`config.mk`:
```
export PLATFORM = sky130hd
export DESIGN_NAME = fpu_req_latch
export DESIGN_NICKNAME = d
export VERILOG_FILES = /design/src/rtl/fpu_req_pkg.sv /design/src/rtl/fpu_req_latch.sv
export SDC_FILE = /design/constraint.sdc
export NUM_CORES = 1
export LEC_CHECK = 0
export BUFFER_PORTS_ARGS = -buffer_cell sky130_fd_sc_hd__buf_2
export CAP_MARGIN = 5
export CORE_MARGIN = 4
export CORE_UTILIZATION = 27
export DETAILED_ROUTE_END_ITERATION = 16
export PLACE_DENSITY = 0.62
export SLEW_MARGIN = 15
export SYNTH_ARGS = -nofsm -noshare
export SYNTH_HDL_FRONTEND = slang
export SYNTH_SLANG_ARGS = --single-unit
export TNS_END_PERCENT = 10
```
`constraint.sdc`:
```
create_clock -name clk -period 5.08 [get_ports clk]
set_input_delay 0.762 -clock clk [delete_from_list [all_inputs] [get_ports clk]]
set_output_delay 0.762 -clock clk [all_outputs]
set_load 0.005 [all_outputs]
```
`src/rtl/fpu_req_pkg.sv`:
```
package fpu_req_pkg;

    // Transfer length in cache lines
    parameter int len_bits = 8;

    // DMA controller sequencing states
    typedef enum logic [1:0] {
        IDLE,
        ACTIVE,
        DONE
    } dma_state_t;

endpackage

```
`src/rtl/fpu_req_latch.sv`:
```
`timescale 1ns/1ps

module fpu_req_latch #(
    parameter int addr_width = 32
) (
    input  logic                             clk,
    input  logic                             rst_n,
    input  logic                             request,
    input  logic                             rd_wr,
    input  logic [addr_width-1:0]            address,
    input  logic [fpu_req_pkg::len_bits-1:0] request_size,
    input  logic                             request_done,
    output logic                             req_valid,
    output logic                             req_write,
    output logic [addr_width-1:0]            req_address,
    output logic [fpu_req_pkg::len_bits-1:0] req_size
);

    logic accept;

    // One descriptor at a time and never a zero-length one
    assign accept = request && !req_valid && (request_size != '0);

    always_ff @(posedge clk) begin
        if (!rst_n) begin
            req_valid <= 1'b0;
        end else if (req_valid && request_done) begin
            req_valid <= 1'b0;
        end else if (accept) begin
            req_valid <= 1'b1;
        end
    end

    // Descriptor fields held so the FPU may reuse its bus
    always_ff @(posedge clk) begin
        if (accept) begin
            req_write   <= rd_wr;
            req_address <= address;
            req_size    <= request_size;
        end
    end

endmodule

```
* Word-level counts from Yosys, hierarchy flattened
Cells that the tools add are included.
** Cells by class
- Bitwise logic cells :: 1
- Reduce and logical (&&, ||, !) cells :: 6
** Operator list (number)
- $reduce_bool A8 Y1 :: 1
- $logic_and A1 B1 Y1 :: 3
- $reduce_or A2 Y1 :: 1
- $logic_not A1 Y1 :: 1
- $not A1 Y1 :: 1
** Word-level totals
- Flip-flop bits (word level) :: 42
- Bits of input ports :: 45
- Output and inout port bits :: 42
- Logic and storage cells :: 11

* Logic depth before layout (Yosys ltp)
- Word-level depth :: 3
- Mapped depth :: 3

* Worst setup path before layout
No wires, ideal clock.
- Path kind :: input -> register
- Start point :: in request_size[2] (netlist bit)
- End point :: reg req_address[0] (enable)
- Arrival time :: 2872 ps
- Slack :: 1754 ps
- Cell stages on the path :: 2
- Cells stage by stage :: nor4_1 -> a21oi_1
** Between the ends
- Word-level cells in the longest chain between the ends :: 2
** Ends and longest elaborated chain
- from (decl) :: line fpu_req_latch.sv:11 : input logic [fpu_req_pkg::len_bits-1:0] request_size,
- $reduce_bool A8 Y1 :: line fpu_req_latch.sv:22 : assign accept = request && !req_valid && (request_size != '0);
- $logic_and A1 B1 Y1 :: line fpu_req_latch.sv:22
- net accept :: line fpu_req_latch.sv:19 : logic accept;
- to (signal assigned) :: line fpu_req_latch.sv:38 : req_address <= address;
- to (decl) :: line fpu_req_latch.sv:15 : output logic [addr_width-1:0] req_address,
The timed path passes the listed nets, and every way through them passes these cells.
A chain may end at the register's enable or synchronous reset.

* Worst setup path in the final report
- Start point :: in request_size[7] (netlist bit)
- End point :: reg req_valid
** Between the ends
- Word-level cells in the longest chain between the ends :: 2
** Ends and longest elaborated chain
- $reduce_bool A8 Y1 :: line fpu_req_latch.sv:22
- $logic_and A1 B1 Y1 :: line fpu_req_latch.sv:22
- net accept :: line fpu_req_latch.sv:19
- to (signal assigned) :: line fpu_req_latch.sv:26 : req_valid <= 1'b0;
- to (signal assigned) :: line fpu_req_latch.sv:28 : req_valid <= 1'b0;
- to (signal assigned) :: line fpu_req_latch.sv:30 : req_valid <= 1'b1;
- to (decl) :: line fpu_req_latch.sv:13 : output logic req_valid,
The timed path passes the listed nets, and every way through them passes these cells.

==> summary by stage <==
Run status
The flow ran to the end, and the final reports show no timing, DRC or antenna violations.

Yosys
Ranked by instance count, the synthesized netlist is headed by 41 x sky130_fd_sc_hd__edfxtp_1, 2 x sky130_fd_sc_hd__nor4_1. The fraction of the yosys area taken by sequential cells is 0.971. The combined area of all synthesized cells is 1290 um2. The synthesized design contains 41 enable-type register cells. The proportion of register bits with asynchronous set or reset after synthesis is 0.

Of the post-synthesis cell area, the dominant cell type holds 0.955. The number of unique standard cell types used by synthesis is 7. The most used flip-flop cell after synthesis is sky130_fd_sc_hd__edfxtp_1. After synthesis, the mean cell area works out to 26.8 um2.

The most frequent cell after synthesis is sky130_fd_sc_hd__edfxtp_1. The synthesized design spends more area on one cell type than any other, namely sky130_fd_sc_hd__edfxtp_1. After synthesis the netlist holds a flip-flop and latch count of 42. The Yosys warning count is 0. By area the synthesized netlist is led by sky130_fd_sc_hd__edfxtp_1 96%, sky130_fd_sc_hd__dfxtp_1 1.6%, sky130_fd_sc_hd__nor4_1 0.97%, sky130_fd_sc_hd__o21a_1 0.58%, sky130_fd_sc_hd__nand2b_1 0.49%.

Synthesis produced a netlist whose cell count is 48. The synthesized net count is 93.

Clock network
The clock insertion delay at the later pin of the skew report is 0.28 ns. No sink is reached through more buffers than the 2 on the longest clock path. The TritonCTS clock tree is yes. The clock transition at the registers of the reported paths is 0.08 ns. The TritonCTS buffer count is 5.

Buffers added to address setup during post-CTS repair amount to 0. Post-CTS repair changed the size of 0 cells. The H-tree was split into 2 levels. CTS placed an instance of sky130_fd_sc_hd__clkbuf_8 at the clock tree root. The number of clock sinks seen by CTS is 42. For this design, the CTS-stage hold fixing added 0 buffers.

Placement
Prior to clock tree synthesis, the placed netlist has a worst setup slack of approximately 2.8 ns. The half-perimeter wire length of the detailed placement result is 2.23 mm. After detailed placement, the design holds a cell count of between 150 and 200. In this run the tool buffered the top-level ports with between 80 and 90 buffer cells. At the end of routability-driven placement, the weighted congestion stood at roughly 0.68.

Global route
The wire length of the first global-routing pass is roughly 4.4 mm. The global router's overall resource usage is 0.0978. The number of antenna violations at the first check in global routing came to 0. The via count of the first global-routing pass is 918. The maximum number of pins on one net before global-route repair is 28. The total congestion overflow is 0.

Cells and area
Summing all flip-flop and latch instances after layout gives 1250 um2. Measured on the finished design, the core utilization comes to 0.428. Compared with the post-synthesis result, the final layout area differs by 48.4%. Fill cells in the final layout number 424.

Of the cells placed in the final design, the portion with a size suffix greater than 1 is 0.664. The repair_antennas step left the layout with diodes totalling 0. Once layout is complete, the cells apart from fillers number 195. The area used by multi-input combinational logic is 48.8 um2. The final layout contains 187 nets.

Pwr
The static leakage is 0.809 nW. The worst IR drop on VDD is 0.190 mV. In this run the power density over the cells is 374 nW/um2.

Worst hold path
The path type of the worst min-delay path is input port to flip-flop.

Timing
The total setup violations reported at the end of the flow is 0. For the final database, setup skew stands at 0.00316 ns. The final sum of negative setup slack is 0 ns. For the pin with the worst max-slew slack, the measured transition is approximately 0.52 ns.

Based on the critical path, the design can be clocked at up to roughly 500 MHz. The minimum period implied by the final worst setup slack is 1.97 ns. The number of max-slew violations in the final report is 0.

Setup repair after global routing left no endpoint under its margin. The final-report hold violation count was 0. Setup slack closes at 3.11 ns. The worst pin sits at a relative slew slack of 0.653. Hold timing on the final database bottoms out at a slack of 0.646 ns. The final period utilization is 0.388.

Setup path
The kind of end point of the critical path is a flip-flop. The critical path is of the input port to flip-flop type. At the worst endpoint, the required time is around 5.3 ns.

The biggest cell delay along the critical path is 0.49 ns. The critical path's top delay family is simple AND/OR/NAND/NOR gates. At the worst endpoint, the arrival time is 2.15 ns. The count of buffer and inverter cells on the critical path is 2. The slowest stage of the critical path belongs to the cell sky130_fd_sc_hd__nor4_1. STA classifies the critical path startpoint as an input port. The signal on the critical path passes through buf_2 -> nor4_1 -> a21oi_4 -> buf_4 -> o21a_1. In this run the worst path has a maximum fanout of 27.

Drt
The average wire length per cell after detail routing is 14.4 um. The first-pass detailed-route iteration total is 4. Once detail routing completed, the nets flagged for antenna violations numbered 0. The iteration-0 DRC count of the detailed router is 16.

The detailed router placed 811 vias in this run. The total routed wirelength is 2.80 mm. Using the TritonRoute via totals, the vias-per-cell ratio works out to 4.16. The DRC violation count after routing is 0.

Die
In this run the core area contains 24 standard-cell rows. For this configuration, the core starts out at a cell density of 0.288. Measured along the y axis, the die boundary spans 77.1 um. From left edge to right edge, the die measures approximately 77 um. 87 I/O pins were placed. The area inside the core boundary is about 4500 um2. The die covers 5940 um2.

Job
Across the run, the number of max-cap violations was 0.
## state kept, by name, summed over array words and instances (netlist names)
| signal | count |
|---|---|
| req_size | 8 |
| req_valid | 1 |
| req_write | 1 |
| req_address | 32 |
## layout make-up
cell class,count,share of cell area
sequential,42,0.654
timing repair buffer,87,0.229
clock buffer,6,0.0379
tap,52,0.0340
multi-input combinational,6,0.0255
clock inverter,2,0.0196
## routing by layer
metal,vias up,wire [um],GRT usage
li1,378,-,-
met2,60,1340,0.164
met3,5,407,0.0585
met4,0,40,0.0374
met1,368,1010,0.0998
met5,-,0,0
## layout by cell type (no fill, tap or decap)
cell                         synthesis  final
sky130_fd_sc_hd__clkbuf_8            0      5
sky130_fd_sc_hd__nand2b_1            1      1
sky130_fd_sc_hd__edfxtp_1           41     41
sky130_fd_sc_hd__clkinvlp_4          0      1
sky130_fd_sc_hd__clkbuf_1            0      1
sky130_fd_sc_hd__o21a_1              1      1
sky130_fd_sc_hd__a21oi_4             0      1
sky130_fd_sc_hd__buf_2               0     86
sky130_fd_sc_hd__nor2b_1             1      1
sky130_fd_sc_hd__bufinv_16           0      1
sky130_fd_sc_hd__nor4_1              2      2
sky130_fd_sc_hd__buf_4               0      1
sky130_fd_sc_hd__dfxtp_1             1      1
## metrics by stage
stage / area (um2) / power (mW)
final: 1910 / 0.716
after global routing: 1910 / 0.748
after global placement: 1800 / 0.470
after floorplan: 1290 / 0.432
after detailed placement: 1800 / 0.473
after CTS: 1910 / 0.730
## cells by family (layout without fill, tap and decap cells)
logic type	after synthesis	count (layout)	share of synthesized area
flip-flops	42	42	0.971
AND/OR/NAND/NOR	4	4	0.0194
AO/OA/AOI/OAI	2	2	0.00971
buffers and inverters	0	95	0
## worst reg2reg max path: cells and delay by family (launching register included)
kind            cells  cell delay, ns
buf+inv             1            0.43
compound gates      1            0.41
simple gates        1            0.18
flops               1            0.33
## report_power, final
group          internal, mW  leakage [nW]  switching [mW]
clock                 0.147        0.0514           0.107
sequential            0.406         0.402         0.00509
combinational        0.0264         0.356          0.0256
## final timing paths
check                          from                        end  slack, ns  cells past startpoint
max                 request_size[7]     req_valid$_SDFFE_PP0P_       3.11                      5
min                     address[20]  req_address[20]$_DFFE_PP_       0.65                      1
max reg2reg  req_valid$_SDFFE_PP0P_   req_address[1]$_DFFE_PP_       3.40                      3
min reg2reg  req_valid$_SDFFE_PP0P_     req_valid$_SDFFE_PP0P_       0.65                      2
No activity file was read; power rests on OpenSTA's default activity.
